--- config.mk ---
export PLATFORM = sky130hd
export DESIGN_NAME = mcoi_frame_system
export DESIGN_NICKNAME = d
export VERILOG_FILES = /design/src/hdl/mcoi_pkg.sv /design/src/hdl/wb_if.sv /design/src/hdl/serial_register.sv /design/src/hdl/page_selector.sv /design/src/hdl/loopback_register.sv /design/src/hdl/wb_arbiter.sv /design/src/hdl/config_memory.sv /design/src/hdl/motor_frame_mux.sv /design/src/hdl/mcoi_frame_system.sv
export SDC_FILE = /design/constraint.sdc
export NUM_CORES = 1
export LEC_CHECK = 0
export BUFFER_PORTS_ARGS = -buffer_cell sky130_fd_sc_hd__buf_2
export CAP_MARGIN = 0
export CORE_ASPECT_RATIO = 1.5
export CORE_MARGIN = 4
export CORE_UTILIZATION = 30
export DETAILED_ROUTE_END_ITERATION = 6
export PLACE_DENSITY = 0.49
export SLEW_MARGIN = 20
export SYNTH_ARGS = -nofsm -noshare
export SYNTH_HDL_FRONTEND = slang
export SYNTH_HIERARCHICAL = 1
export SYNTH_SLANG_ARGS = --single-unit
--- constraint.sdc ---
create_clock -name gbt_data_x -period 4 [get_ports gbt_data_x]
set_clock_uncertainty 0.2 [all_clocks]
set_input_delay 0.6 -clock gbt_data_x [delete_from_list [all_inputs] [get_ports gbt_data_x]]
set_output_delay 0.6 -clock gbt_data_x [all_outputs]
set_load 0.03 [all_outputs]
--- src/hdl/mcoi_pkg.sv ---
`default_nettype none

package mcoi_pkg;

   // ------------------------------------------------------------
   // widths that carry a meaning
   // ------------------------------------------------------------

   // one slow-control word, as carried by a lane
   typedef logic [31:0] sc_word_t;

   // index into the four-page configuration memory
   typedef logic [1:0] page_t;

   // fibre frame, 4 bits per motor
   // received: clk, en, dir, boost from bit 4m upwards
   // sent: pfail, sw_a, sw_b, overheat from bit 4m upwards
   typedef logic [63:0] motor_frame_t;

   // one bit per motor
   typedef logic [15:0] motor_pins_t;

   // ------------------------------------------------------------
   // page map
   // ------------------------------------------------------------

   // loopback flag in bit 31, build number below
   localparam page_t PAGE_BUILD = 2'd0;
   // last word received on lane 1
   localparam page_t PAGE_LOOP  = 2'd1;
   // number of lane 1 updates
   localparam page_t PAGE_COUNT = 2'd2;
   // motor enable in bit 0
   localparam page_t PAGE_STATE = 2'd3;

   // start bit, 32 data bits, stop bit
   localparam int SC_FRAME_BITS = 34;

endpackage

`default_nettype wire

--- src/hdl/wb_if.sv ---
`timescale 1ns/1ps
`default_nettype none

// wishbone classic, single word, no byte selects
interface wb_if;

   logic               cyc;
   logic               stb;
   logic               we;
   mcoi_pkg::page_t    adr;
   mcoi_pkg::sc_word_t dat_w;
   mcoi_pkg::sc_word_t dat_r;
   // one-cycle pulse from the slave
   logic               ack;

   modport master (
      output cyc, stb, we, adr, dat_w,
      input  dat_r, ack
   );

   modport slave (
      input  cyc, stb, we, adr, dat_w,
      output dat_r, ack
   );

endinterface

`default_nettype wire

--- src/hdl/serial_register.sv ---
`timescale 1ns/1ps
`default_nettype none

module serial_register (
   input  logic               gbt_data_x,
   input  logic               rst_n_i,
   input  logic               rx_i,
   output logic               tx_o,
   output mcoi_pkg::sc_word_t rx_word_o,
   output logic               rx_valid_o,
   input  mcoi_pkg::sc_word_t tx_word_i,
   input  logic               tx_load_i
);

   localparam int FRAME_BITS = mcoi_pkg::SC_FRAME_BITS;
   localparam int WORD_BITS  = $bits(mcoi_pkg::sc_word_t);
   localparam int CNT_W      = $clog2(FRAME_BITS);

   typedef enum logic [1:0] {RX_IDLE, RX_DATA, RX_STOP} rx_state_t;
   typedef enum logic {TX_IDLE, TX_SHIFT} tx_state_t;

   rx_state_t             rx_state;
   logic [CNT_W-1:0]      rx_cnt;
   mcoi_pkg::sc_word_t    rx_sh;

   tx_state_t             tx_state;
   logic [CNT_W-1:0]      tx_cnt;
   logic [FRAME_BITS-1:0] tx_sh;
   mcoi_pkg::sc_word_t    buf_word;
   logic                  buf_full;
   logic                  buf_take;

   // ------------------------------------------------------------
   // receiver
   // ------------------------------------------------------------

   // line idles high, a low bit in idle is the start bit
   always_ff @(posedge gbt_data_x or negedge rst_n_i) begin
      if (!rst_n_i) begin
         rx_state   <= RX_IDLE;
         rx_cnt     <= '0;
         rx_valid_o <= 1'b0;
      end else begin
         rx_valid_o <= 1'b0;
         case (rx_state)
            RX_IDLE: begin
               rx_cnt <= '0;
               if (!rx_i)
                  rx_state <= RX_DATA;
            end
            RX_DATA: begin
               rx_cnt <= rx_cnt + 1'b1;
               if (rx_cnt == CNT_W'(WORD_BITS - 1))
                  rx_state <= RX_STOP;
            end
            default: begin
               // a low stop bit is a framing error, word is dropped
               rx_valid_o <= rx_i;
               rx_state   <= RX_IDLE;
            end
         endcase
      end
   end

   // msb arrives first
   always_ff @(posedge gbt_data_x) begin
      if (rx_state == RX_DATA)
         rx_sh <= {rx_sh[WORD_BITS-2:0], rx_i};
   end

   // shifter is frozen until the next start bit, so valid with the strobe
   assign rx_word_o = rx_sh;

   // ------------------------------------------------------------
   // transmitter
   // ------------------------------------------------------------

   // buffer moves into the shifter whenever the shifter is free
   assign buf_take = (tx_state == TX_IDLE) && buf_full;

   always_ff @(posedge gbt_data_x or negedge rst_n_i) begin
      if (!rst_n_i) begin
         tx_state <= TX_IDLE;
         tx_cnt   <= '0;
         tx_o     <= 1'b1;
         buf_full <= 1'b0;
      end else begin
         // a load into a full buffer that is not emptying is lost
         buf_full <= tx_load_i || (buf_full && !buf_take);
         case (tx_state)
            TX_IDLE: begin
               tx_o   <= 1'b1;
               tx_cnt <= '0;
               if (buf_full)
                  tx_state <= TX_SHIFT;
            end
            default: begin
               tx_o   <= tx_sh[FRAME_BITS-1];
               tx_cnt <= tx_cnt + 1'b1;
               if (tx_cnt == CNT_W'(FRAME_BITS - 1))
                  tx_state <= TX_IDLE;
            end
         endcase
      end
   end

   always_ff @(posedge gbt_data_x) begin
      if (tx_load_i && (!buf_full || buf_take))
         buf_word <= tx_word_i;
      // start bit first, stop bit last, line refills with ones
      if (buf_take)
         tx_sh <= {1'b0, buf_word, 1'b1};
      else if (tx_state == TX_SHIFT)
         tx_sh <= {tx_sh[FRAME_BITS-2:0], 1'b1};
   end

endmodule

`default_nettype wire

--- src/hdl/page_selector.sv ---
`timescale 1ns/1ps
`default_nettype none

// lane 0: flag write, page read, reply
module page_selector (
   input  logic               gbt_data_x,
   input  logic               rst_n_i,
   input  mcoi_pkg::sc_word_t rx_word_i,
   input  logic               rx_valid_i,
   output mcoi_pkg::sc_word_t tx_word_o,
   output logic               tx_load_o,
   wb_if.master               wb
);

   typedef enum logic [1:0] {IDLE, WR_FLAG, RD_PAGE, REPLY} state_t;

   state_t             state;
   mcoi_pkg::sc_word_t req_word;

   always_ff @(posedge gbt_data_x or negedge rst_n_i) begin
      if (!rst_n_i) begin
         state <= IDLE;
      end else begin
         case (state)
            IDLE:
               if (rx_valid_i)
                  state <= WR_FLAG;
            WR_FLAG:
               if (wb.ack)
                  state <= RD_PAGE;
            RD_PAGE:
               if (wb.ack)
                  state <= REPLY;
            default:
               state <= IDLE;
         endcase
      end
   end

   // request word and the page read back
   always_ff @(posedge gbt_data_x) begin
      if ((state == IDLE) && rx_valid_i)
         req_word <= rx_word_i;
      if ((state == RD_PAGE) && wb.ack)
         tx_word_o <= wb.dat_r;
   end

   // cyc stays high across both transfers, so the grant is kept
   assign wb.cyc   = (state == WR_FLAG) || (state == RD_PAGE);
   assign wb.stb   = wb.cyc;
   assign wb.we    = (state == WR_FLAG);
   // page 0 takes the flag from bit 31, low two bits pick the page
   assign wb.adr   = (state == WR_FLAG) ? mcoi_pkg::PAGE_BUILD : req_word[1:0];
   assign wb.dat_w = req_word;

   assign tx_load_o = (state == REPLY);

endmodule

`default_nettype wire

--- src/hdl/loopback_register.sv ---
`timescale 1ns/1ps
`default_nettype none

// lane 1: echo every word and store it in page 1
module loopback_register (
   input  logic               gbt_data_x,
   input  logic               rst_n_i,
   input  mcoi_pkg::sc_word_t rx_word_i,
   input  logic               rx_valid_i,
   output mcoi_pkg::sc_word_t tx_word_o,
   output logic               tx_load_o,
   wb_if.master               wb
);

   mcoi_pkg::sc_word_t data_q;
   logic               pend;

   always_ff @(posedge gbt_data_x or negedge rst_n_i) begin
      if (!rst_n_i) begin
         pend      <= 1'b0;
         tx_load_o <= 1'b0;
      end else begin
         // echo goes out the cycle after the word
         tx_load_o <= rx_valid_i;
         // a new word keeps the write pending with fresh data
         if (rx_valid_i)
            pend <= 1'b1;
         else if (wb.ack)
            pend <= 1'b0;
      end
   end

   // latest word, used for the echo and the page write alike
   always_ff @(posedge gbt_data_x) begin
      if (rx_valid_i)
         data_q <= rx_word_i;
   end

   assign tx_word_o = data_q;

   // write only, read data is never looked at
   assign wb.cyc   = pend;
   assign wb.stb   = pend;
   assign wb.we    = 1'b1;
   assign wb.adr   = mcoi_pkg::PAGE_LOOP;
   assign wb.dat_w = data_q;

endmodule

`default_nettype wire

--- src/hdl/wb_arbiter.sv ---
`timescale 1ns/1ps
`default_nettype none

// two masters onto one slave, round robin
module wb_arbiter (
   input logic  gbt_data_x,
   input logic  rst_n_i,
   wb_if.slave  m0,
   wb_if.slave  m1,
   wb_if.master s
);

   // bus owned by gnt while locked
   logic locked;
   logic gnt;
   // master that wins a tie
   logic prio;
   logic pick;
   logic gnt_cyc;

   assign pick    = (m0.cyc && m1.cyc) ? prio : m1.cyc;
   assign gnt_cyc = gnt ? m1.cyc : m0.cyc;

   always_ff @(posedge gbt_data_x or negedge rst_n_i) begin
      if (!rst_n_i) begin
         locked <= 1'b0;
         gnt    <= 1'b0;
         prio   <= 1'b0;
      end else begin
         if (!locked) begin
            if (m0.cyc || m1.cyc) begin
               locked <= 1'b1;
               gnt    <= pick;
            end
         end else if (!gnt_cyc) begin
            // owner dropped cyc, bus is free again
            locked <= 1'b0;
         end
         // other master goes first after each completed transfer
         if (s.ack)
            prio <= ~gnt;
      end
   end

   // ------------------------------------------------------------
   // request path
   // ------------------------------------------------------------

   assign s.cyc   = locked && gnt_cyc;
   assign s.stb   = locked && (gnt ? m1.stb : m0.stb);
   assign s.we    = gnt ? m1.we    : m0.we;
   assign s.adr   = gnt ? m1.adr   : m0.adr;
   assign s.dat_w = gnt ? m1.dat_w : m0.dat_w;

   // ------------------------------------------------------------
   // response path, granted master only
   // ------------------------------------------------------------

   assign m0.ack   = s.ack && locked && !gnt;
   assign m1.ack   = s.ack && locked && gnt;
   assign m0.dat_r = (locked && !gnt) ? s.dat_r : '0;
   assign m1.dat_r = (locked && gnt) ? s.dat_r : '0;

endmodule

`default_nettype wire

--- src/hdl/config_memory.sv ---
`timescale 1ns/1ps
`default_nettype none

module config_memory #(
   parameter logic [30:0]        BUILD_NUMBER  = 31'd1,
   parameter mcoi_pkg::sc_word_t INTERLOCK_KEY = 32'h6e0f_1c3a
) (
   input  logic gbt_data_x,
   input  logic rst_n_i,
   wb_if.slave  wb,
   output logic motor_enable_o,
   output logic frame_loop_o
);

   logic               flag_q;
   mcoi_pkg::sc_word_t loop_word_q;
   mcoi_pkg::sc_word_t wr_count_q;
   logic               access;

   // new transfer, the ack cycle itself is not a second one
   assign access = wb.cyc && wb.stb && !wb.ack;

   always_ff @(posedge gbt_data_x or negedge rst_n_i) begin
      if (!rst_n_i) begin
         flag_q      <= 1'b0;
         loop_word_q <= '0;
         wr_count_q  <= '0;
         wb.ack      <= 1'b0;
      end else begin
         wb.ack <= access;
         if (access && wb.we) begin
            case (wb.adr)
               mcoi_pkg::PAGE_BUILD:
                  flag_q <= wb.dat_w[31];
               mcoi_pkg::PAGE_LOOP: begin
                  loop_word_q <= wb.dat_w;
                  wr_count_q  <= wr_count_q + 1'b1;
               end
               // count and state pages are read only
               default: ;
            endcase
         end
      end
   end

   // read mux, held stable by the master until ack
   always_comb begin
      case (wb.adr)
         mcoi_pkg::PAGE_BUILD: wb.dat_r = {flag_q, BUILD_NUMBER};
         mcoi_pkg::PAGE_LOOP:  wb.dat_r = loop_word_q;
         mcoi_pkg::PAGE_COUNT: wb.dat_r = wr_count_q;
         default:              wb.dat_r = {31'd0, motor_enable_o};
      endcase
   end

   // interlock closed only while lane 1 holds the key
   assign motor_enable_o = (loop_word_q == INTERLOCK_KEY);
   assign frame_loop_o   = flag_q;

endmodule

`default_nettype wire

--- src/hdl/motor_frame_mux.sv ---
`timescale 1ns/1ps
`default_nettype none

module motor_frame_mux (
   input  logic                   gbt_data_x,
   input  logic                   rst_n_i,
   input  mcoi_pkg::motor_frame_t frame_rx_i,
   output mcoi_pkg::motor_frame_t frame_tx_o,
   input  logic                   motor_enable_i,
   input  logic                   frame_loop_i,
   input  mcoi_pkg::motor_pins_t  pfail_i,
   input  mcoi_pkg::motor_pins_t  sw_a_i,
   input  mcoi_pkg::motor_pins_t  sw_b_i,
   output mcoi_pkg::motor_pins_t  boost_o,
   output mcoi_pkg::motor_pins_t  dir_o,
   output mcoi_pkg::motor_pins_t  en_o,
   output mcoi_pkg::motor_pins_t  clk_o
);

   localparam int MOTORS = $bits(mcoi_pkg::motor_pins_t);

   // every output one register behind its inputs
   always_ff @(posedge gbt_data_x or negedge rst_n_i) begin
      if (!rst_n_i) begin
         frame_tx_o <= '0;
         boost_o    <= '0;
         dir_o      <= '0;
         en_o       <= '0;
         clk_o      <= '0;
      end else begin
         for (int m = 0; m < MOTORS; m++) begin
            // received nibble is clk, en, dir, boost from the lsb
            clk_o[m]   <= motor_enable_i && frame_rx_i[4*m];
            en_o[m]    <= motor_enable_i && frame_rx_i[4*m+1];
            dir_o[m]   <= motor_enable_i && frame_rx_i[4*m+2];
            boost_o[m] <= motor_enable_i && frame_rx_i[4*m+3];
            // sent nibble is pfail, sw_a, sw_b, overheat (not sensed)
            if (frame_loop_i)
               frame_tx_o[4*m +: 4] <= frame_rx_i[4*m +: 4];
            else
               frame_tx_o[4*m +: 4] <= {1'b0, sw_b_i[m], sw_a_i[m], pfail_i[m]};
         end
      end
   end

endmodule

`default_nettype wire

--- src/hdl/mcoi_frame_system.sv ---
`timescale 1ns/1ps
`default_nettype none

module mcoi_frame_system #(
   parameter logic [30:0]        BUILD_NUMBER  = 31'd1,
   parameter mcoi_pkg::sc_word_t INTERLOCK_KEY = 32'h6e0f_1c3a
) (
   input  logic                   gbt_data_x,
   input  logic                   rst_n_i,
   input  mcoi_pkg::motor_frame_t frame_rx_i,
   output mcoi_pkg::motor_frame_t frame_tx_o,
   input  logic [1:0]             sc_rx_i,
   output logic [1:0]             sc_tx_o,
   input  mcoi_pkg::motor_pins_t  motor_pfail_i,
   input  mcoi_pkg::motor_pins_t  motor_sw_a_i,
   input  mcoi_pkg::motor_pins_t  motor_sw_b_i,
   output mcoi_pkg::motor_pins_t  motor_boost_o,
   output mcoi_pkg::motor_pins_t  motor_dir_o,
   output mcoi_pkg::motor_pins_t  motor_en_o,
   output mcoi_pkg::motor_pins_t  motor_clk_o
);

   // per lane, index 0 is the page selector, 1 the loopback
   mcoi_pkg::sc_word_t rx_word [2];
   logic               rx_valid [2];
   mcoi_pkg::sc_word_t tx_word [2];
   logic               tx_load [2];

   logic motor_enable;
   logic frame_loop;

   wb_if wb_m0 ();
   wb_if wb_m1 ();
   wb_if wb_s ();

   // ------------------------------------------------------------
   // slow-control lanes
   // ------------------------------------------------------------

   serial_register i_serial_register_0 (
      .gbt_data_x (gbt_data_x),
      .rst_n_i    (rst_n_i),
      .rx_i       (sc_rx_i[0]),
      .tx_o       (sc_tx_o[0]),
      .rx_word_o  (rx_word[0]),
      .rx_valid_o (rx_valid[0]),
      .tx_word_i  (tx_word[0]),
      .tx_load_i  (tx_load[0])
   );

   serial_register i_serial_register_1 (
      .gbt_data_x (gbt_data_x),
      .rst_n_i    (rst_n_i),
      .rx_i       (sc_rx_i[1]),
      .tx_o       (sc_tx_o[1]),
      .rx_word_o  (rx_word[1]),
      .rx_valid_o (rx_valid[1]),
      .tx_word_i  (tx_word[1]),
      .tx_load_i  (tx_load[1])
   );

   page_selector i_page_selector (
      .gbt_data_x (gbt_data_x),
      .rst_n_i    (rst_n_i),
      .rx_word_i  (rx_word[0]),
      .rx_valid_i (rx_valid[0]),
      .tx_word_o  (tx_word[0]),
      .tx_load_o  (tx_load[0]),
      .wb         (wb_m0)
   );

   loopback_register i_loopback_register (
      .gbt_data_x (gbt_data_x),
      .rst_n_i    (rst_n_i),
      .rx_word_i  (rx_word[1]),
      .rx_valid_i (rx_valid[1]),
      .tx_word_o  (tx_word[1]),
      .tx_load_o  (tx_load[1]),
      .wb         (wb_m1)
   );

   // ------------------------------------------------------------
   // shared configuration memory
   // ------------------------------------------------------------

   wb_arbiter i_wb_arbiter (
      .gbt_data_x (gbt_data_x),
      .rst_n_i    (rst_n_i),
      .m0         (wb_m0),
      .m1         (wb_m1),
      .s          (wb_s)
   );

   config_memory #(
      .BUILD_NUMBER  (BUILD_NUMBER),
      .INTERLOCK_KEY (INTERLOCK_KEY)
   ) i_config_memory (
      .gbt_data_x     (gbt_data_x),
      .rst_n_i        (rst_n_i),
      .wb             (wb_s),
      .motor_enable_o (motor_enable),
      .frame_loop_o   (frame_loop)
   );

   // frame to motor pins and status back to frame
   motor_frame_mux i_motor_frame_mux (
      .gbt_data_x     (gbt_data_x),
      .rst_n_i        (rst_n_i),
      .frame_rx_i     (frame_rx_i),
      .frame_tx_o     (frame_tx_o),
      .motor_enable_i (motor_enable),
      .frame_loop_i   (frame_loop),
      .pfail_i        (motor_pfail_i),
      .sw_a_i         (motor_sw_a_i),
      .sw_b_i         (motor_sw_b_i),
      .boost_o        (motor_boost_o),
      .dir_o          (motor_dir_o),
      .en_o           (motor_en_o),
      .clk_o          (motor_clk_o)
   );

endmodule

`default_nettype wire

### Word level (Yosys, flattened, before mapping)

Index checks and enable logic that the tools add are counted.

* add/sub/neg operators: 5
* $mul: 0
* div/mod/pow operators: 0
* magnitude comparators: 0
* equal/unequal tests: 19
* shift operators: 0
* mux-type cells: 56
* bitwise logic cells: 4
* reductions and logical operators: 109

Operators by type and width (count)
* $mux W33: 4
* $pmux W32 S3: 1
* $logic_and A1 B1 Y1: 80
* $mux W4: 16
* $add A32 B1 Y32 const B: 1
* $eq A32 B31 Y1 const B: 1
* $mux W32: 1
* $add A6 B1 Y6 const B: 4
* $pmux W6 S2: 2
* $mux W1: 18
* $mux W2: 9
* $eq A6 B5 Y1 const B: 2
* $eq A6 B6 Y1 const B: 2
* $mux W6: 2
* $reduce_and A2 Y1: 5
* $reduce_bool A2 Y1: 5
* $eq A2 B1 Y1 const B: 4
* $logic_not A2 Y1: 4
* $ne A2 B2 Y1 const B: 4
* $pmux W2 S2: 2
* $eq A2 B2 Y1 const B: 3
* $logic_not A1 Y1: 6
* $logic_or A1 B1 Y1: 6
* $ne A2 B1 Y1 const B: 3
* 4 further kinds: 8

* bits in registers: 527
* latch bits: 0
* bits in writable memories: 0
* bits in read-only memories: 0
* input bits: 116
* memories kept: 0

### Logic depth before layout (Yosys ltp)

Gate-level depths: netlist of run 1.

* depth in word-level cells: 7
* mapped depth: 10
* depth with buffers taken out: 8

### Cells and area by module

Netlist of run 1, hierarchy kept.

Modules (own cells, without submodules)
* serial_register: instances 2, cells an instance 210, area each 4129.0 µm², seq. area each 3354.5 µm²
* motor_frame_mux: instances 1, cells an instance 270, area each 4545.6 µm², seq. area each 3203.1 µm²
* config_memory: instances 1, cells an instance 265, area each 3309.4 µm², seq. area each 1651.6 µm²
* page_selector: instances 1, cells an instance 84, area each 2128.3 µm², seq. area each 1971.9 µm²
* loopback_register: instances 1, cells an instance 74, area each 1300.0 µm², seq. area each 1011.0 µm²
* wb_arbiter: instances 1, cells an instance 132, area each 1270.0 µm², seq. area each 75.1 µm²

### Worst setup path before layout of run 1

OpenSTA, ideal clock, no wires.

* path kind: register to register
* start: reg i_page_selector.state[1]
* end: reg i_serial_register_0.buf_word[0] (enable)
* library setup time: 470 ps
* data arrival time: 2937 ps
* required time: 3330 ps
* slack: 393 ps
* stages on the path, launching flop included: 3
* buffers on the path: 0
* path through: dfrtp_1 > ha_1 > a21boi_0

RTL lines
* from (decl): RTL line page_selector.sv:17 `state_t state;`
* from (signal assigned): RTL line page_selector.sv:22 `state <= IDLE;`
* from (signal assigned): RTL line page_selector.sv:27 `state <= WR_FLAG;`
* from (signal assigned): RTL line page_selector.sv:30 `state <= RD_PAGE;`
* to (signal assigned): RTL line serial_register.sv:109 `buf_word <= tx_word_i;`
* to (decl): RTL line serial_register.sv:29 `mcoi_pkg::sc_word_t buf_word;`

### Worst setup path after layout of run 1

* start: reg i_page_selector.state[0]
* end: reg i_config_memory.loop_word_q[14]

* longest elaborated chain between the ends: 7

Ends and longest elaborated chain
* $eq A2 B1 Y1 / $eq A2 B2 Y1 (equally long branches): RTL line page_selector.sv:49 `assign wb.cyc = (state == WR_FLAG) || (state == RD_PAGE);`
* $logic_or A1 B1 Y1 *: RTL line page_selector.sv:49
* via wb_m0.cyc: RTL line wb_if.sv:7 `logic cyc;`
* $mux W1 *: RTL line wb_arbiter.sv:22 `assign gnt_cyc = gnt ? m1.cyc : m0.cyc;`
* $logic_and A1 B1 Y1 *: RTL line wb_arbiter.sv:49 `assign s.cyc = locked && gnt_cyc;`
* via wb_s.cyc: RTL line wb_if.sv:7
* $logic_and A1 B1 Y1 *: RTL line config_memory.sv:21 `assign access = wb.cyc && wb.stb && !wb.ack;`
* via i_config_memory.access: RTL line config_memory.sv:18 `logic access;`
* $logic_and A1 B1 Y1 *: RTL line config_memory.sv:31 `if (access && wb.we) begin`
* $reduce_and A2 Y1 (no source line) *
* to (signal assigned): RTL line config_memory.sv:36 `loop_word_q <= wb.dat_w;`
* to (decl): RTL line config_memory.sv:16 `mcoi_pkg::sc_word_t loop_word_q;`

Mark *: on every way through the listed nets, which the timed path passes. The rest lies on a longest branch.
A chain may end at the register's enable or synchronous reset.

==> impl_metrics.py, run 1 <==
metrics = {
    "floorplan": {
        "fp.dieW_um": 222,
        "start_util_pct": 30.3,
        "dieArea_um2": 72900,
        "ioPinCount": 246,
        "die_h_um": 329,
        "rows": 117,
        "coreArea_um2": 67900,
    },
    "worst_setup_path": {
        "crit_fanout": 27,
        "worstPathRequired_ns": 4.27,
        "critPathKind": "flop to flop",
        "cp.arrival_ns": 3.40,
        "start_kind": "flop",
        "end_kind": "flop",
    },
    "clock_tree": {
        "numCtsBuffers": 51,
        "cts-root-buf": "clkbuf_16",
        "clock_latency_ns": 0.60,
        "cts-htree-levels": 2,
        "cts_sinks": 527,
        "ctsHoldBuffers": 80,
        "ctsResizeCount": 0,
        "cts_tree": "built",
        "post_cts.repair.setup_buffers": 0,
        "clock_path_buffers": 3,
        "cts.clk_slew.worst_paths_ns": 0.06,
    },
    "timing": {
        "final.setup.tns_ns": 0,
        "slew_headroom_pct": 40.6,
        "min_period_over_period_pct": 78.3,
        "tightest_slew_ns": 0.891,
        "min_period_ns": 3.13,
        "setup_violations": 0,
        "rsz0062_at_grt": "no",
        "timing.hold.ws_ns": 0.0447,
        "fmax_mhz": 319,
        "drv_slew": 0,
        "finalHoldViolCount": 0,
    },
    "route": {
        "wl_per_cell_um": 17.4,
        "ant_nets": 0,
        "vias": 10500,
        "route.detailed.drc": 0,
        "vias_per_cell": 4.27,
        "routed_wl_um": 42700,
        "drt_first_pass_iters": 5,
        "first_iter_violations": 516,
    },
    "power": {
        "ir_worst_vdd_mv": 0.362,
        "p_per_area_nw_per_um2": 624,
        "seq_power_share_pct": 49.9,
        "p_leak_nw": 10.4,
        "comb_power_share_pct": 17.5,
        "switchingPower_mw": 4.31,
        "switching_share_pct": 27.6,
        "clock_power_share_pct": 32.6,
        "internal_power_mw": 11.3,
    },
    "layout": {
        "final_layout_size_suffix_gt1_share_pct": 36.0,
        "area_growth_pct": 21.7,
        "n_antenna_cell": 0,
        "nNetsFinal": 1648,
    },
    "place": {
        "port_buffers": 245,
        "place_congestion": 0.825,
        "dp_hpwl_um": 28700,
    },
    "grt": {
        "grt_pass1_vias": 11700,
        "antenna_found_initial": 1,
        "grt_usage_pct": 11.4,
        "grt_remaining_overflow": 0,
        "grt_pass1_wl_um": 67000,
        "grt_start_max_net_pins": 111,
    },
    "run": {
        "maxCapViolCount": 0,
    },
    "synthesis": {
        "synth.cell_area_um2": 20600,
        "ys_warn_count": 6,
        "syn-mean-instance-area_um2": 17.0,
        "synthCells": 1209,
    },
    "min_path": {
        "hold_class": "primary input to flop",
    },
    "outcome": {
        "outcome": "completed",
    },
}
## area by class of cell
cell class / count / area, um^2
multi-input cells: 580 / 5210
clock buffers: 60 / 1330
flip-flops and latches: 527 / 14600
fillers: 6489 / 42900
clock inverters: 36 / 458
repair buffers: 343 / 2210
well taps: 892 / 1120
inverters: 17 / 63.8
## worst max-delay path, cell delays in order, from the launching register on
cell	delay (ns)
dfrtp_1	0.42
inv_1	0.11
ha_1	0.37
mux2i_1	0.11
nor2b_1	0.14
and3b_1	0.23
nand4_2	0.67
buf_4	0.46
mux2_2	0.28
## flip-flops by register name, summed over array words and instances, names as in the netlist, 6 cells and up
name / cells
i_serial_register_0/tx_cnt: 6
i_serial_register_0/tx_sh: 33
i_motor_frame_mux/frame_tx_o: 64
i_page_selector/tx_word_o: 32
i_serial_register_1/rx_word_o: 32
i_motor_frame_mux/boost_o: 16
i_serial_register_0/rx_word_o: 32
i_config_memory/loop_word_q: 32
i_serial_register_1/tx_cnt: 6
i_config_memory/wr_count_q: 32
i_motor_frame_mux/en_o: 16
i_serial_register_1/tx_sh: 33
i_page_selector/wb.dat_w: 32
i_motor_frame_mux/clk_o: 16
i_motor_frame_mux/dir_o: 16
i_serial_register_0/buf_word: 32
i_serial_register_1/rx_cnt: 6
i_serial_register_0/rx_cnt: 6
i_loopback_register/tx_word_o: 32
i_serial_register_1/buf_word: 32
## layer usage
layer	up-vias	share of wire, %	track usage (%)
li1	4940	-	-
met1	5287	39	13.0
met2	164	55	21.2
met3	89	2.6	1.71
met4	2	3.8	4.65
met5	-	0.030	0
## power groups by stage
stage	Combinational (mW)	Clock, mW	Sequential (mW)
2_1_floorplan	1.84	0	7.94
3_3_place_gp	2.58	0	7.95
3_5_place_dp	2.63	0	7.96
4_1_cts	2.72	5.28	7.87
5_1_grt	2.97	5.51	7.92
6_report	2.73	5.09	7.79
## cell usage in the layout, fill, tap and decap left out, drive strengths merged, types with 8 or more instances in the layout
cell type	instances
edfxtp	288
buf	263
dfrtp	235
mux2	182
and2	126
dlygate4sd3	80
clkbuf	60
a22o	32
nand2	26
xor2	21
nor2	21
clkinv	21
nand3	20
inv	19
xnor2	18
nor2b	15
ha	12
o21ai	11
nand4	11
bufinv	8
nand2b	8
nor4	8
## metrics by stage
| step | std cells | util [%] | power (mW) | cell area (um^2) | worst slack (ns) |
|---|---|---|---|---|---|
| 2_1_floorplan | 1210 | - | 9.78 | 20600 | 0.393 |
| 3_3_place_gp | 2278 | 33.0 | 10.5 | 22400 | 0.895 |
| 3_5_place_dp | 2278 | 33.0 | 10.6 | 22400 | 0.818 |
| 4_1_cts | 2454 | 36.8 | 15.9 | 25000 | 0.766 |
| 5_1_grt | 2455 | 36.8 | 16.4 | 25000 | 0.595 |
| 6_report | 2455 | 36.8 | 15.6 | 25000 | 0.869 |
## final timing paths
kind | depth (start not counted) | slack, ns | start | endpoint
min in group asynchronous | 2 | 0.46 | rst_n_i | i_motor_frame_mux/boost_o[1]$_DFF_PN0_
min | 2 | 0.04 | frame_rx_i[4] | i_motor_frame_mux/clk_o[1]$_DFF_PN0_
max | 8 | 0.87 | i_page_selector/state[0]$_DFFE_PN0P_ | i_config_memory/loop_word_q[14]$_DFFE_PN0P_
min reg2reg | 0 | 0.22 | i_page_selector/tx_word_o[24]$_DFFE_PP_ | i_serial_register_0/buf_word[24]$_DFFE_PP_
max in group asynchronous | 3 | 2.20 | rst_n_i | i_serial_register_0/tx_o$_DFF_PN1_
max reg2reg | 8 | 0.87 | i_page_selector/state[0]$_DFFE_PN0P_ | i_config_memory/loop_word_q[14]$_DFFE_PN0P_
(Power assumes the default switching activity.)
==> inputs of run 2 (changes only) <==
==> constraint.sdc (replaced) <==
create_clock -name gbt_data_x -period 3.2 [get_ports gbt_data_x]
set_clock_uncertainty 0.2 [all_clocks]
set_input_delay 0.48 -clock gbt_data_x [delete_from_list [all_inputs] [get_ports gbt_data_x]]
set_output_delay 0.48 -clock gbt_data_x [all_outputs]
set_load 0.03 [all_outputs]
==> run 2 against run 1 <==
  * Die area unchanged
  * Critical endpoint is now i_config_memory/wr_count_q[28]$_DFFE_PN0P_
  * Fmax increased by 21%
  * Final area rose by 2.5%
  * Final cell count rose by 2.9%
  * Sequential power grew 24%
  * Combinational power rose by 33%
  * Flip-flop and latch count unchanged
  * Non-clock buffer count up 74
==> impl_metrics.py, run 2 (synthesis results as in run 1) <==
metrics = {
    "worst_setup_path": {
        "crit_slowest_cell": "dfrtp_1",
        "end_kind": "flop",
        "crit_fanout": 6,
        "ff2ff_setup_slack_ns": 0.61,
        "worstPathBufferInverterCount": 1,
        "max_stage_delay_ns": 0.43,
        "critPathKind": "flop to flop",
        "r2r-start": "i_page_selector/state[1]$_DFFE_PN0P_",
        "reg2reg_to": "i_config_memory/wr_count_q[28]$_DFFE_PN0P_",
        "critPathTopFamily": "simple AND/OR/NAND/NOR gates",
        "reg2reg_depth": 8,
        "startpoint": "i_page_selector/state[1]$_DFFE_PN0P_",
        "crit_end": "i_config_memory/wr_count_q[28]$_DFFE_PN0P_",
        "crit_chain": "inv_1 -> ha_1 -> nor2b_1 -> mux2_4 -> and4b_1 -> nand3_2 -> nor4_2 -> xor2_1",
        "cp.depth": 8,
        "start_kind": "flop",
        "cp.arrival_ns": 2.88,
        "worstPathRequired_ns": 3.49,
    },
    "power": {
        "p_leak_nw": 10.7,
        "ir_worst_vdd_mv": 0.393,
        "p_per_area_nw_per_um2": 756,
    },
    "min_path": {
        "hold_class": "flop to flop",
    },
    "layout": {
        "mostFrequentLayoutCells": "288 x edfxtp_1, 244 x buf_2, 233 x dfrtp_1",
        "utilization_pct": 37.7,
        "regMostFlops": "i_motor_frame_mux/frame_tx_o",
        "final_layout_size_suffix_gt1_share_pct": 34.5,
        "area_growth_pct": 24.7,
        "largest_register_ffs": 64,
        "top_regs": "i_motor_frame_mux/frame_tx_o (64), i_serial_register_0/tx_sh (33), i_serial_register_1/tx_sh (33)",
        "nNetsFinal": 1720,
        "layout_commonest_cell": "edfxtp_1",
    },
    "run": {
        "maxCapViolCount": 0,
    },
    "place": {
        "place_congestion": 0.778,
        "dp_hpwl_um": 28000,
        "port_buffers": 245,
        "place_ws_ns": 0.599,
    },
    "route": {
        "route.detailed.drc": 0,
        "ant_nets": 0,
        "vias_per_cell": 4.27,
        "vias": 10800,
        "routed_wl_um": 41900,
        "first_iter_violations": 560,
        "drt_first_pass_iters": 4,
        "wl_per_cell_um": 16.6,
    },
    "clock_tree": {
        "cts-htree-levels": 2,
        "cts_tree": "built",
        "clock_path_buffers": 3,
        "post_cts.repair.setup_buffers": 0,
        "cts-root-buf": "clkbuf_16",
        "cts_sinks": 527,
        "clock_latency_ns": 0.58,
        "cts.clk_slew.worst_paths_ns": 0.06,
        "numCtsBuffers": 49,
    },
    "floorplan": {
        "rows": 117,
        "ioPinCount": 246,
        "dieArea_um2": 72900,
        "start_util_pct": 30.3,
        "fp.dieW_um": 222,
        "die_h_um": 329,
        "coreArea_um2": 67900,
    },
    "timing": {
        "fmax_mhz": 386,
        "setup_violations": 0,
        "min_period_over_period_pct": 80.9,
        "rsz0062_at_grt": "no",
        "slew_headroom_pct": 43.1,
        "finalHoldViolCount": 0,
        "min_period_ns": 2.59,
        "drv_slew": 0,
        "final.setup.tns_ns": 0,
        "tightest_slew_ns": 0.853,
        "timing.hold.ws_ns": 0.212,
        "fin_ws_ns": 0.612,
    },
    "outcome": {
        "outcome": "completed",
    },
    "grt": {
        "grt_pass1_vias": 11900,
        "grt_start_max_net_pins": 83,
        "grt_usage_pct": 11.2,
        "antenna_found_initial": 0,
        "grt_pass1_wl_um": 66300,
        "grt_remaining_overflow": 0,
    },
}
[run 2: final cells by class]
class	count	area [um^2]
diodes	1	2.50
clock buffers	64	1380
clock inverters	27	302
fillers	6427	42300
inverters	17	63.8
multi-input cells	580	5210
flip-flops and latches	527	14600
well taps	892	1120
repair buffers	417	2940
[run 2: worst reg2reg max path, stage by stage, from the launching register on]
cell	delay, ns
dfrtp_1	0.43
inv_1	0.10
ha_1	0.23
nor2b_1	0.07
mux2_4	0.30
and4b_1	0.41
nand3_2	0.25
nor4_2	0.32
xor2_1	0.19
[run 2: worst min path at each step]
| stage | depth (start not counted) | end | from | slack [ns] |
|---|---|---|---|---|
| 2_1_floorplan | 0 | i_config_memory/frame_loop_o$_DFFE_PN0P_ | rst_n_i | -0.02 |
| 3_5_place_dp | 0 | i_serial_register_0/buf_word[14]$_DFFE_PP_ | i_page_selector/tx_word_o[14]$_DFFE_PP_ | 0.20 |
| 4_1_cts | 0 | i_serial_register_0/buf_word[3]$_DFFE_PP_ | i_page_selector/tx_word_o[3]$_DFFE_PP_ | 0.21 |
| 3_3_place_gp | 0 | i_serial_register_0/buf_word[10]$_DFFE_PP_ | i_page_selector/tx_word_o[10]$_DFFE_PP_ | 0.20 |
| 5_1_grt | 0 | i_serial_register_0/buf_word[3]$_DFFE_PP_ | i_page_selector/tx_word_o[3]$_DFFE_PP_ | 0.21 |
| 6_report | 0 | i_serial_register_0/buf_word[4]$_DFFE_PP_ | i_page_selector/tx_word_o[4]$_DFFE_PP_ | 0.21 |
[run 2: what timing repair did]
| action | CTS | global route |
|---|---|---|
| hold buffers | 150 | 0 |
| resized for setup | 0 | 0 |
| hold endpoints to repair | 201 | 0 |
[run 2: metrics by stage]
step                      total power [mW]  std cells  cell area (um^2)
after floorplan                       12.2       1210             20600
after global placement                13.1       2283             22500
after detailed placement              13.2       2283             22500
final                                 19.4       2525             25600
after global routing                  20.3       2524             25600
after CTS                             19.7       2524             25600
[run 2: layer usage]
| layer | part of all wire (%) | track usage [%] | vias up |
|---|---|---|---|
| met5 | 0 | 0 | - |
| met4 | 4.4 | 5.44 | 0 |
| met3 | 3.3 | 1.91 | 107 |
| met2 | 54 | 20.4 | 191 |
| met1 | 39 | 12.6 | 5403 |
| li1 | - | - | 5084 |
[run 2: power breakdown]
| group | internal (mW) | switching, mW | total (mW) |
|---|---|---|---|
| registers | 8.87 | 0.807 | 9.67 |
| clock network | 3.52 | 2.55 | 6.08 |
| logic | 1.75 | 1.89 | 3.64 |
